--- config.mk ---
export PLATFORM = sky130hd
export DESIGN_NAME = memory_arbiter
export DESIGN_NICKNAME = d
export VERILOG_FILES = /design/src/bus_pkg.sv /design/src/memory_arbiter.sv
export SDC_FILE = /design/constraint.sdc
export NUM_CORES = 1
export LEC_CHECK = 0
export BUFFER_PORTS_ARGS = -buffer_cell sky130_fd_sc_hd__buf_2
export CAP_MARGIN = 40
export CORE_AREA = 2 2 120 122
export DETAILED_ROUTE_END_ITERATION = 16
export DIE_AREA = 0 0 122 124
export SLEW_MARGIN = 15
export SYNTH_ARGS = -nofsm -noshare
export SYNTH_HDL_FRONTEND = slang
export SYNTH_SLANG_ARGS = --single-unit
--- constraint.sdc ---
create_clock -name CLK -period 1.8 [get_ports CLK]
set_input_delay 0.27 -clock CLK [delete_from_list [all_inputs] [get_ports CLK]]
set_output_delay 0.27 -clock CLK [all_outputs]
set_load 0.02 [all_outputs]
--- src/bus_pkg.sv ---
// cache bus types
// one request struct goes from a requester toward memory and one
// response struct comes back, shared by the sequencer, the arbiter,
// the memory and the scalar port

`default_nettype none

package bus_pkg;

  // byte address on the cache bus
  typedef logic [31:0] addr_t;

  // one data word
  typedef logic [31:0] word_t;

  // request toward memory, 70 bits
  // held unchanged by the requester until busy drops
  typedef struct packed {
    addr_t       addr;
    logic        ren;
    logic        wen;
    word_t       wdata;
    // one bit per byte lane, bit 0 is wdata[7:0]
    logic [3:0]  byte_en;
  } bus_req_t;

  // response back to the requester, 33 bits
  // the cycle with busy low completes the access
  typedef struct packed {
    // only meaningful for a read in the completing cycle
    word_t rdata;
    logic  busy;
  } bus_rsp_t;

endpackage

`default_nettype wire

--- src/memory_arbiter.sv ---
// memory arbiter
// shares one cache bus between the scalar load/store port and the
// vector sequencer, vector wins from idle and the grant alternates
// when both sides wait so neither can starve the other

`timescale 1ns/1ps
`default_nettype none

module memory_arbiter (
  input  logic              CLK,
  input  logic              nRST,
  input  bus_pkg::bus_req_t scalar_req,
  output bus_pkg::bus_rsp_t scalar_rsp,
  input  bus_pkg::bus_req_t vector_req,
  output bus_pkg::bus_rsp_t vector_rsp,
  output bus_pkg::bus_req_t mem_req,
  input  bus_pkg::bus_rsp_t mem_rsp
);

  typedef enum logic [1:0] {
    ARB_IDLE,
    ARB_VEC,
    ARB_SCA
  } arb_state_t;

  arb_state_t state_q;
  arb_state_t state_d;

  logic vec_pend;
  logic sca_pend;

  // a side is waiting when it raises either strobe
  assign vec_pend = vector_req.ren | vector_req.wen;
  assign sca_pend = scalar_req.ren | scalar_req.wen;

  // grant register
  always_ff @(posedge CLK, negedge nRST) begin
    if (!nRST) begin
      state_q <= ARB_IDLE;
    end else begin
      state_q <= state_d;
    end
  end

  // next grant
  always_comb begin
    state_d = state_q;
    case (state_q)
      ARB_IDLE: begin
        // vector side first
        if (vec_pend) begin
          state_d = ARB_VEC;
        end else if (sca_pend) begin
          state_d = ARB_SCA;
        end
      end
      ARB_VEC: begin
        // on completion hand over to scalar if it waits
        if (!mem_rsp.busy) begin
          state_d = sca_pend ? ARB_SCA : ARB_IDLE;
        end
      end
      ARB_SCA: begin
        if (!mem_rsp.busy) begin
          state_d = vec_pend ? ARB_VEC : ARB_IDLE;
        end
      end
      default: begin
        state_d = ARB_IDLE;
      end
    endcase
  end

  // steering by the registered grant
  always_comb begin
    // nothing granted means a quiet bus and busy at both sides
    mem_req    = '0;
    scalar_rsp = '{rdata: '0, busy: 1'b1};
    vector_rsp = '{rdata: '0, busy: 1'b1};
    case (state_q)
      ARB_VEC: begin
        mem_req    = vector_req;
        vector_rsp = mem_rsp;
      end
      ARB_SCA: begin
        mem_req    = scalar_req;
        scalar_rsp = mem_rsp;
      end
      default: begin
        mem_req = '0;
      end
    endcase
  end

endmodule

`default_nettype wire

* Yosys cells after proc, flatten, opt, wreduce, memory -nomap -nowiden
Index checks and enable logic that the tools add are counted.
Operators by class: equal/unequal tests 5, multiplexer cells 10, bitwise logic cells 2, reductions and logical operators 2
Operators by type and width (count):
- one-hot mux 70 bit (2 select lines) | 1
- 2-to-1 mux 33 bit | 2
- 2-to-1 mux 2 bit | 5
- one-hot mux 2 bit (3 select lines) | 1
- inequality test 2 bit (second input constant) | 2
- inequality test 3 bit (second input constant) | 1
- AND reduction 3 bit | 1
- == test 2 x 1 -> 1 bit (second input constant) | 1
- == test 2 bit (second input constant) | 1
- logical NOT 2 bit | 1
- bitwise OR 1 bit | 2
- 2-to-1 mux 1 bit | 1
Storage, ports and cells: register bits after elaboration 2, input port bits 175, output and inout port bits 136, logic and storage cells 20

* Depth between registers and ports, before layout
depth in word-level cells 4, gate-level depth with buffers 7, depth with buffers taken out 5

* Least setup slack after synthesis
No wires, ideal clock.
path type reg-to-output, start reg state_q[1], end out mem_req[0] in the netlist's numbering, data arrival time 1442 ps, required time 1530 ps, path slack 88 ps, stages on the path, launching flop included 7, path buffers 2, path through dfrtp_1 inv_1 ha_1 buf_2 clkbuf_1 a22oi_1 nor2b_1
RTL lines:
- start, declared | line memory_arbiter.sv:26 | arb_state_t state_q;
- start signal, assigned | line memory_arbiter.sv:41 | state_q <= state_d;
- end, declared | line memory_arbiter.sv:16 | output bus_pkg::bus_req_t mem_req,

==> metrics.md <==
| Metric | Value |
|---|---|
| Static Leakage | `2.13 nW` |
| Area delta synth->final | `145%` |
| Total GRT Usage | `10.1%` |
| Initial Util | `12.4%` |
| Die area | `15100 um^2` |
| Clk sinks | `2` |
| Post-synth top cells | `a22oi_1 (70), nor2b_1 (70), and2_1 (64), clkbuf_1 (19), buf_2 (10)` |
| TritonCTS Buffers | `3` |
| P_int | `3.15 mW` |
| Fin nets | `738` |
| Synth warn | `0` |
| Failing checks | `negative setup slack` |
| Tcrit/Tclk final | `103%` |
| Combinational Power Share | `93.5%` |
| Critical path's largest stage delay | `420 ps` |
| Critical Path RT | `1530 ps` |
| Max-cap violation count | `0` |
| PwrDens | `1550 nW/um^2` |
| Fin. max-slew vios | `0` |
| Cells after synthesis | `254` |
| Worst Reg2Reg Path Length in Cells | `7` |
| DRC | `0` |
| Htree depth | `1` |
| CORE AREA | `13700 um^2` |
| Area leader, netlist | `a22oi_1` |
| RSZ-0062 raised after global routing | `true` |
| Most flops, register | `state_q` |
| Top_reg_cell synth | `dfrtp_1` |
| Clock Pin Slew Worst Setup and Hold Paths | `30 ps` |
| Slew of the pin with the lowest slew margin | `240 ps` |
| Worst-Skew Late Latency | `220 ps` |
| Vias in the first global route | `2573` |
| Asr flop ratio synth | `100%` |
| Synthesized flop and latch total | `2` |
| Arrival @ worst endpoint | `1580 ps` |
| Sw Ratio | `51.3%` |
| Worst-path fanout max | `22` |
| Setup crit end kind | `primary output` |
| DR pass1 iterations | `4` |
| Die span in y | `124 um` |
| Fin crit period | `1850 ps` |
| Synth top area cells | `a22oi_1 (31%), nor2b_1 (26%), and2_1 (24%), clkbuf_1 (4.2%), ha_1 (3.7%)` |
| Post-route ant nets | `0` |
| Vias/cell | `4.13` |
| Antenna Cells | `0` |
| Placed cell count | `723` |
| Clk network pwr share | `5.1%` |
| Antenna violations before repair | `0` |
| PnR worst setup slack | `-47.3 ps` |
| Min-Delay Path Class | `in -> async` |
| Hold Fails Final Rpt | `0` |
| Total power | `6.48 mW` |
| Dpl hpwl | `7190 um` |
| Number of DRC markers in iteration 0 | `93` |
| Relative slew slack | `83.9%` |
| CTS tree | `yes` |
| Share of layout cells above drive strength 1 | `71.2%` |
| F_max | `541 MHz` |
| FF-to-FF Start | `state_q[0]` |
| Netlist cell types | `18` |
| NetSw | `3.32 mW` |
| First-pass GRT wire length | `12500 um` |
| Outcome | `finished, violations left` |
| Num rows | `43` |
| Worst setup SP type | `flip-flop` |
| Maximum clock path buffer count | `2` |
| Post-synth design cell area | `1700 um^2` |
| Share of the synthesized area in the top cell type | `30.9%` |
| Mapped Nets | `434` |
| Vias | `3041` |
| Worst R2R Setup Slack | `120 ps` |
| Clock Skew | `1.90 ps` |
| Regs by FF count | `state_q: 2 flops` |
| Die width | `122 um` |
| Setup violations, final | `51` |
| I/O pins | `311` |
| CP max-delay cell | `dfrtp_2` |
| CP cell instances | `buf_6, ha_4, clkbuf_16, a22oi_2, nor2b_1, buf_2` |
| Root Buffer | `clkbuf_16` |
| Max reg flops | `2` |
| Largest net degree at the start of global routing | `46` |
| Mean Syn Cell Area | `6.70 um^2` |
| GPL Wtd Cong | `0.803` |
| EDFF count, synth | `0` |
| Flop pwr share | `1.4%` |
| Routed wire length | `9970 um` |
| Post-synthesis sequential area ratio | `2.94%` |
| Total grt overflow | `0` |
| Critical path type | `reg -> out` |
| R2R Path End | `state_q[1]` |
| Count of non-filler cells in the finished layout | `736` |
| IO Port Bufs | `310` |
| Peak VDD IR | `0.000995 V` |
| Routed len/inst | `13.5 um` |
-- cell families after synthesis --
kind of cell    synth area share, %
fa+ha+maj                      3.67
flops                          2.94
buf+inv                        8.23
compound gates                 33.8
simple gates                   51.4
-- power groups by stage --
| stage | combinational (mW) | sequential (mW) | clock, mW |
|---|---|---|---|
| floorplan | 3.25 | 0.0846 | 0 |
| global placement | 4.91 | 0.0822 | 0 |
| detailed placement | 4.90 | 0.0831 | 0 |
| CTS | 5.27 | 0.0787 | 0.339 |
| global route | 6.51 | 0.0907 | 0.341 |
| finish | 6.06 | 0.0875 | 0.332 |
-- cell usage in the layout, fill, tap and decap left out --
cell           count
a22oi_1           16
a22oi_2           54
a32o_2             1
and2_1            63
and2_4             1
buf_12             7
buf_2            265
buf_4             50
buf_6              1
buf_8              1
bufbuf_16          1
clkbuf_16          6
dfrtp_1            1
dfrtp_2            1
dlygate4sd3_1      1
ha_1               1
ha_2               1
ha_4               3
inv_2              1
inv_4              1
nand2b_1           2
nor2_1             2
nor2b_1           70
o21ai_2            1
o221ai_1           1
o2bb2ai_1          1
o31ai_2            1
or2b_1             1
or3b_1             1
-- worst max-delay path: cells and delay by family, from the launching register on --
kind,cells,cell delay [ps]
AOI/OAI and AO/OA,1,190
adders and majority gates,1,180
buffers and inverters,3,490
DFF,1,420
and+or+nand+nor,1,60
-- repair_timing --
item | CTS | global route
buffers inserted | 4 | 1
setup endpoints to repair | 99 | 102
cloned | 2 | 3
gates resized for setup | 8 | 104
pin swaps | 2 | 6
endpoints found under the hold margin | 2 | 0
hold buffers | 1 | 0
-- through the flow --
step	utilization [%]	TNS [ps]	setup WS [ps]	cell area, um^2	hold WS [ps]
final	30.4	-641	-47.3	4170	386
after global routing	30.4	-6060	-109	4170	415
after CTS	27.1	-3200	-78.0	3720	398
after detailed placement	25.5	0	53.6	3500	68.4
after global placement	25.5	0	89.4	3500	72.9
after floorplan	-	0	88.3	1700	-25.6
-- how the worst max path moves through the flow --
stage | from | endpoint | slack [ps] | cells after the start
after floorplan | state_q[1] | mem_req[0] | 90 | 6
after global placement | state_q[1] | mem_req[33] | 90 | 5
after detailed placement | state_q[1] | mem_req[58] | 50 | 5
after CTS | state_q[0] | mem_req[42] | -80 | 6
after global routing | state_q[0] | mem_req[47] | -110 | 7
final | state_q[1] | mem_req[7] | -50 | 6
-- per-layer routing --
metal / vias to the layer above / track usage [%] / wire (um)
met5: - / 0 / 0
met4: 0 / 1.65 / 102
met3: 14 / 1.19 / 681
met2: 147 / 18.1 / 5160
met1: 1385 / 13.1 / 4030
li1: 1495 / - / -
-- final cells by class --
class,instances,area (um^2)
Sequential cell,2,51.3
Fill cell,1498,9550
Timing Repair Buffer,329,1990
Clock buffer,3,75.1
Multi-Input combinational cell,220,1830
Inverter,2,10.0
Tap cell,180,225
Power figures use the tool's default switching activity.
