`src/bus_pkg.sv`:
```
// cache bus types
// one request struct goes from a requester toward memory and one
// response struct comes back, shared by the sequencer, the arbiter,
// the memory and the scalar port

`default_nettype none

package bus_pkg;

  // byte address on the cache bus
  typedef logic [31:0] addr_t;

  // one data word
  typedef logic [31:0] word_t;

  // request toward memory, 70 bits
  // held unchanged by the requester until busy drops
  typedef struct packed {
    addr_t       addr;
    logic        ren;
    logic        wen;
    word_t       wdata;
    // one bit per byte lane, bit 0 is wdata[7:0]
    logic [3:0]  byte_en;
  } bus_req_t;

  // response back to the requester, 33 bits
  // the cycle with busy low completes the access
  typedef struct packed {
    // only meaningful for a read in the completing cycle
    word_t rdata;
    logic  busy;
  } bus_rsp_t;

endpackage

`default_nettype wire

```
`src/vmem_pkg.sv`:
```
// vector memory command and result types
// a strided command covers VLEN 32-bit elements, a load returns
// the gathered words in one result

`default_nettype none

package vmem_pkg;

  // elements per vector operation
  localparam int VLEN = 4;

  // one strided vector load or store
  typedef struct packed {
    // high for store, low for load
    logic                             store;
    bus_pkg::addr_t                   base;
    // signed byte distance between elements, wraps mod 2^32
    logic [31:0]                      stride;
    // store data, element i in data[i]
    bus_pkg::word_t [VLEN-1:0]        data;
  } vmem_cmd_t;

  // gathered load data, element i in data[i]
  typedef struct packed {
    bus_pkg::word_t [VLEN-1:0] data;
  } vmem_result_t;

endpackage

`default_nettype wire
```
`src/vector_mem_sequencer.sv`:
```
// vector memory sequencer
// turns one strided vector command into VLEN word accesses on the
// cache bus, one after another, and gathers load data into a
// result that is handed off with valid/ready

`timescale 1ns/1ps
`default_nettype none

module vector_mem_sequencer (
  input  logic                   CLK,
  input  logic                   nRST,
  input  logic                   cmd_valid,
  output logic                   cmd_ready,
  input  vmem_pkg::vmem_cmd_t    cmd,
  output logic                   res_valid,
  input  logic                   res_ready,
  output vmem_pkg::vmem_result_t res,
  output bus_pkg::bus_req_t      bus_req,
  input  bus_pkg::bus_rsp_t      bus_rsp
);

  localparam int IDX_W = (vmem_pkg::VLEN > 1) ? $clog2(vmem_pkg::VLEN) : 1;

  typedef enum logic [1:0] {
    SEQ_IDLE,
    SEQ_RUN,
    SEQ_RESULT
  } seq_state_t;

  seq_state_t             state_q;
  logic [IDX_W-1:0]       idx_q;
  // latched command and running element address
  vmem_pkg::vmem_cmd_t    cmd_q;
  bus_pkg::addr_t         addr_q;
  vmem_pkg::vmem_result_t res_q;

  logic cmd_fire;
  logic elem_done;
  logic last_elem;

  // handshake and step conditions
  assign cmd_fire  = cmd_valid && cmd_ready;
  assign elem_done = (state_q == SEQ_RUN) && !bus_rsp.busy;
  assign last_elem = (idx_q == IDX_W'(vmem_pkg::VLEN - 1));

  // control state
  always_ff @(posedge CLK, negedge nRST) begin
    if (!nRST) begin
      state_q <= SEQ_IDLE;
      idx_q   <= '0;
    end else begin
      case (state_q)
        SEQ_IDLE: begin
          if (cmd_fire) begin
            state_q <= SEQ_RUN;
            idx_q   <= '0;
          end
        end
        SEQ_RUN: begin
          if (elem_done) begin
            if (last_elem) begin
              // stores finish here, loads wait for the result handshake
              state_q <= cmd_q.store ? SEQ_IDLE : SEQ_RESULT;
              idx_q   <= '0;
            end else begin
              idx_q <= idx_q + 1'b1;
            end
          end
        end
        SEQ_RESULT: begin
          if (res_ready) begin
            state_q <= SEQ_IDLE;
          end
        end
        default: begin
          state_q <= SEQ_IDLE;
        end
      endcase
    end
  end

  // payload registers
  always_ff @(posedge CLK) begin
    if (cmd_fire) begin
      cmd_q  <= cmd;
      addr_q <= cmd.base;
    end else if (elem_done) begin
      // next element address is one stride further on
      addr_q <= addr_q + cmd_q.stride;
    end
    // gather read data as each load element completes
    if (elem_done && !cmd_q.store) begin
      res_q.data[idx_q] <= bus_rsp.rdata;
    end
  end

  // bus request, held until busy drops
  always_comb begin
    bus_req = '0;
    if (state_q == SEQ_RUN) begin
      bus_req.addr    = addr_q;
      bus_req.ren     = !cmd_q.store;
      bus_req.wen     = cmd_q.store;
      bus_req.wdata   = cmd_q.data[idx_q];
      // full-word elements only
      bus_req.byte_en = 4'hf;
    end
  end

  // handshake outputs
  assign cmd_ready = (state_q == SEQ_IDLE);
  assign res_valid = (state_q == SEQ_RESULT);
  assign res       = res_q;

endmodule

`default_nettype wire

```
`config.mk`:
```
export PLATFORM = sky130hd
export DESIGN_NAME = vector_mem_sequencer
export DESIGN_NICKNAME = d
export VERILOG_FILES = /design/src/bus_pkg.sv /design/src/vmem_pkg.sv /design/src/vector_mem_sequencer.sv
export SDC_FILE = /design/constraint.sdc
export NUM_CORES = 1
export LEC_CHECK = 0
export BUFFER_PORTS_ARGS = -buffer_cell sky130_fd_sc_hd__clkbuf_2
export CORE_ASPECT_RATIO = 1.2
export CORE_MARGIN = 10
export CORE_UTILIZATION = 51
export DETAILED_ROUTE_END_ITERATION = 12
export GPL_ROUTABILITY_DRIVEN = 0
export PLACE_DENSITY_LB_ADDON = 0.15
export SETUP_SLACK_MARGIN = 0.05
export SLEW_MARGIN = 10
export SYNTH_ARGS = -nofsm -noshare
export SYNTH_HDL_FRONTEND = slang
export SYNTH_SLANG_ARGS = --single-unit
export TNS_END_PERCENT = 50
```
`constraint.sdc`:
```
create_clock -name CLK -period 8.25 [get_ports CLK]
set_input_delay 0.4125 -clock CLK [delete_from_list [all_inputs] [get_ports CLK]]
set_output_delay 0.4125 -clock CLK [all_outputs]
set_load 0.02 [all_outputs]
```
# == After elaboration in Yosys (flattened, before gate mapping) ==
# Index checks and enable logic that the tools add are counted.
# word_totals
register_bits,325
latchBits,0
mem_bits_rw,0
mem_bits_ro,0
inputBits,230
out_inout_bits,200
wordCells,53
memories,0
# classes
add_sub_neg,2
n_mul,0
div,0
n_lt_le_gt_ge,2
n_eq_ne,7
shift,0
n_mux,18
bitwise_logic,0
reduce_logical,11
# ops
cell,n
128-bit bitwise mux,1
32-bit two-way mux,4
70-bit two-way mux,1
32-bit binary-select mux with 2-bit select,1
32-bit demux with 2-bit select,1
32-bit adder,1
2-bit two-way mux,8
2-bit case mux with 3 select lines,1
2-bit equality test (second input constant),2
1-bit logical AND,4
2-bit by 1-bit inequality test with 1-bit output (second input constant),2
2-bit inequality test (second input constant),2
2-bit case mux with 2 select lines,1
4-bit AND reduction,1
2-bit nonzero test,2
2-bit by 3-bit < comparator with 1-bit output (second input constant),1
3-bit AND reduction,1
2-bit by 1-bit adder with 2-bit output (second input constant),1
2-bit by 1-bit equality test with 1-bit output (second input constant),1
2-bit by 1-bit >= comparator with 1-bit output (second input constant),1
1-bit logical NOT,2
2-bit logical NOT,1

# == Depth between registers and ports, before layout ==
# depth
word_depth,5
ltp_mapped,9
mapped_depth_nobuf,9

# == Worst setup path after synthesis ==
# OpenSTA, ideal clock, no wires.
# synth_timing
kind,reg-to-reg
from,register state_q[1]
to,"register cmd_q[0] (netlist name), enable pin"
setup_time_ns,0.588
arrival_time_ns,5.558
required_time_ns,7.662
path_slack_ns,2.104
stages_incl_launch_ff,5
path_buffers,1
period_less_slack_ns,6.146
path_cell_list,dfrtp_1 > nor2_1 > nand2_1 > inv_2 > buf_1
# synth_between
elab_chain_len,2
# synth_rtl
item,line,text
"start, declared",vector_mem_sequencer.sv:30,seq_state_t state_q;
"start signal, assigned",vector_mem_sequencer.sv:63,state_q <= cmd_q.store ? SEQ_IDLE : SEQ_RESULT;
2-bit logical NOT,vector_mem_sequencer.sv:111,assign cmd_ready = (state_q == SEQ_IDLE);
net cmd_ready,vector_mem_sequencer.sv:13,"output logic cmd_ready,"
1-bit logical AND,vector_mem_sequencer.sv:42,assign cmd_fire = cmd_valid && cmd_ready;
net cmd_fire,vector_mem_sequencer.sv:37,logic cmd_fire;
"end signal, assigned",vector_mem_sequencer.sv:85,cmd_q <= cmd;
"end, declared",vector_mem_sequencer.sv:33,vmem_pkg::vmem_cmd_t cmd_q;
# The timed path passes the listed nets, and every way through them passes these cells.
# A chain may end at the register's enable or synchronous reset.

# == Worst setup path in the final report ==
# layout_timing
from,register state_q[0]
to,"register cmd_q[94] (netlist name), enable pin"
# layout_between
elab_chain_len,2
# layout_rtl
item,line
2-bit logical NOT,vector_mem_sequencer.sv:111
1-bit logical AND,vector_mem_sequencer.sv:42
# No other way between the ends.

==> results.py <==
metrics = {
    "status": {
        "status": "complete, no violations",
    },
    "die": {
        "io_pins": 430,
        "core-area_sq_um": 25500,
        "rows": 64,
        "die-area_sq_um": 32800,
        "fp.dieW_microns": 167,
        "initial_core_util": 0.517,
        "die_h_microns": 196,
    },
    "clock_network": {
        "clk_path_buf_depth": 3,
        "cts_setup_buffers": 0,
        "cts_resized": 0,
        "clk_latency_ns": 0.58,
        "cts_made_buffers": 31,
        "clockRootBuffer": "clkbuf_16",
        "cts_max_level": 1,
        "cts_tree": "yes",
        "clk_pin_slew_ns": 0.07,
        "cts.sinks": 325,
    },
    "logic_synthesis": {
        "synth_nets": 1063,
        "ys_warn_count": 0,
        "synth_seq_area_share": 0.737,
        "synth_edf_count": 321,
        "synthMuxAreaShare": 0.0560,
        "synth_top_family_by_area": "simple AND/OR/NAND/NOR gates",
        "synth_compound_area_frac": 0.0649,
        "yosysUniqueCellTypes": 50,
        "synth_top_area_share": 0.729,
        "synthSimpleGateAreaFrac": 0.0789,
        "syn_area_sq_um": 13200,
        "synthCells": 797,
        "synth_fa_ha_area_frac": 0.0346,
        "synth_ff_type": "edfxtp_1",
        "ys_ff_latch": 325,
        "synth.avg_cell_area_sq_um": 16.6,
        "synth_top_cells_by_area": "edfxtp_1 (73%), mux4_2 (5.5%), and2_1 (3.4%), ha_1 (3.3%), a21oi_1 (1.9%)",
        "synth_xor_area_frac": 0.0146,
        "yosysMostFrequentCell": "edfxtp_1",
        "synthTopCellsByCount": "edfxtp_1 (321), and2_1 (71), nand2_1 (53), a21oi_1 (49), ha_1 (35)",
        "synth_top_cell_by_area": "edfxtp_1",
        "synthArstFlopShare": 0.0123,
    },
    "timing": {
        "hold_viol": 0,
        "final-setup-viol-count": 0,
        "tns_ns": 0,
        "period_share": 0.404,
        "fin_crit_ns": 3.33,
        "timing.fmax_ghz": 0.300,
        "rsz0062_at_grt": "false",
        "worst_pin_slew_ns": 1.14,
        "slew_violations": 0,
        "slew-limit-headroom": 0.240,
        "clock_skew_ns": 0.0267,
    },
    "global_route": {
        "grt_pass1_vias": 9427,
        "grt_pass1_wl_microns": 56800,
        "grt_overflow": 0,
        "antenna_found_initial": 4,
        "track_usage": 0.221,
        "grt_max_degree": 116,
    },
    "job": {
        "max_cap_viol_count": 0,
    },
    "power": {
        "comb_power_share": 0.391,
        "p_leak_nw": 6.96,
        "p_seq_frac": 0.380,
        "switching_share": 0.354,
        "switchingPower_mw": 2.13,
        "p_per_area_nw_per_um2": 345,
        "pwr-share-clk": 0.230,
        "irDropWorstVdd_v": 0.000243,
        "p_int_mw": 3.89,
    },
    "worst_setup_path": {
        "critPathMaxFanout": 115,
        "reg2reg_depth": 4,
        "slowest_stage": "inv_6",
        "r2r_start": "state_q[0]",
        "r2r_end": "cmd_q[94]",
        "ff2ff_setup_slack_ns": 4.92,
        "crit_arrival_ns": 3.51,
        "cp_data_required_time_ns": 8.43,
        "critPathKind": "reg2reg",
        "critPathLaunchType": "flop",
        "cp_slowest_stage_delay_ns": 0.92,
        "critical_path.endpoint_type": "flop",
        "path_cells": "nor2_1 -> nand2_2 -> inv_6 -> buf_4",
    },
    "layout": {
        "layout-drive-gt1-share": 0.392,
        "finalNetCount": 1578,
        "instances_no_fill": 1669,
        "syn2layout_area_growth_pct": 32.2,
    },
    "placed_design": {
        "portBuffers": 429,
        "hpwl_microns": 27000,
        "placed_cells": 1530,
    },
    "route": {
        "wl_per_cell_microns": 22.6,
        "drtIter0Drc": 510,
        "wl_microns": 37700,
        "ant_nets": 0,
        "dr.pass1.iters": 4,
        "vias": 8931,
        "vias_per_cell": 5.35,
        "drc": 0,
    },
    "worst_hold_path": {
        "whs_path_depth": 1,
        "min_to": "cmd_q[63]",
        "holdCritStartpoint": "cmd[63]",
        "hold_path.class": "in2reg",
    },
}
==> worst max-delay path, delay by kind of cell, from the launching register on <==
kind	cells	cell delay, ns
buf+inv	2	1.82
flops	1	0.39
simple gates	2	0.63
==> logic make-up (layout without fill, tap and decap cells) <==
| kind of cell | Yosys count | count (layout) |
|---|---|---|
| XOR/XNOR | 22 | 22 |
| AO/OA/AOI/OAI | 137 | 137 |
| flip-flops | 325 | 325 |
| other | 0 | 4 |
| buffers and inverters | 42 | 580 |
| multiplexers | 34 | 34 |
| adder cells (fa/ha/maj) | 36 | 36 |
| AND/OR/NAND/NOR | 201 | 201 |
==> final cells by class <==
| class | count | area [sq um] |
|---|---|---|
| Clock buffer | 44 | 825 |
| Multi-Input combinational cell | 430 | 3310 |
| Antenna cell | 4 | 10.0 |
| Timing Repair Buffer | 515 | 2990 |
| Fill cell | 1792 | 8070 |
| Sequential cell | 325 | 9740 |
| Tap cell | 330 | 413 |
| Clock inverter | 12 | 153 |
| Inverter | 9 | 38.8 |
==> placed cells by master (no fill, tap or decap), types with 14 or more instances in the layout <==
cell type        n
clkbuf_2       429
mux4_2          32
clkbuf_16       31
a21o_1          14
edfxtp_1       321
nor2_1          33
xnor2_1         14
and2_1          70
a21oi_1         49
ha_1            35
o21ai_0         30
dlygate4sd3_1   79
nand2_1         52
==> per-stage QoR <==
step	hold WS [ns]	area, sq um	power [mW]	util	setup WS [ns]
floorplan	0.117	13200	3.98	-	2.10
global placement	0.226	15700	4.60	0.615	4.93
detailed placement	0.227	15700	4.64	0.615	4.87
CTS	0.00000988	17500	6.06	0.684	4.84
global route	0.000128	17500	6.37	0.684	4.57
finish	0.0208	17500	6.03	0.684	4.92
==> per-layer routing <==
layer | global-route usage | vias to the layer above | part of all wire
li1 | - | 4109 | -
met1 | 0.262 | 4350 | 0.38
met2 | 0.389 | 422 | 0.52
met3 | 0.0589 | 50 | 0.084
met4 | 0.0658 | 0 | 0.024
met5 | 0 | - | 0
==> worst max path at each step <==
stage / start / end / depth (start not counted)
floorplan: state_q[1] / cmd_q[0] / 4
global placement: state_q[1] / cmd_q[24] / 4
detailed placement: state_q[1] / cmd_q[89] / 4
CTS: state_q[1] / cmd_q[26] / 4
global route: state_q[0] / cmd_q[26] / 4
finish: state_q[0] / cmd_q[94] / 4
==> sequential cells by signal (all words and copies together), names as in the netlist <==
register / cells
cmd_q: 161
res: 128
addr_q: 32
idx_q: 2
state_q: 2
==> repair_timing <==
item / in CTS / in global routing
endpoints found under the setup margin: 0 / 0
endpoints found under the hold margin: 82 / 0
hold buffers: 79 / 0
==> power groups by stage <==
stage / sequential (mW) / clock [mW] / combinational [mW]
finish: 2.29 / 1.38 / 2.35
global route: 2.31 / 1.47 / 2.59
CTS: 2.29 / 1.41 / 2.37
detailed placement: 2.32 / 0 / 2.32
global placement: 2.31 / 0 / 2.29
floorplan: 2.37 / 0 / 1.61
No activity file was read; power rests on OpenSTA's default activity.
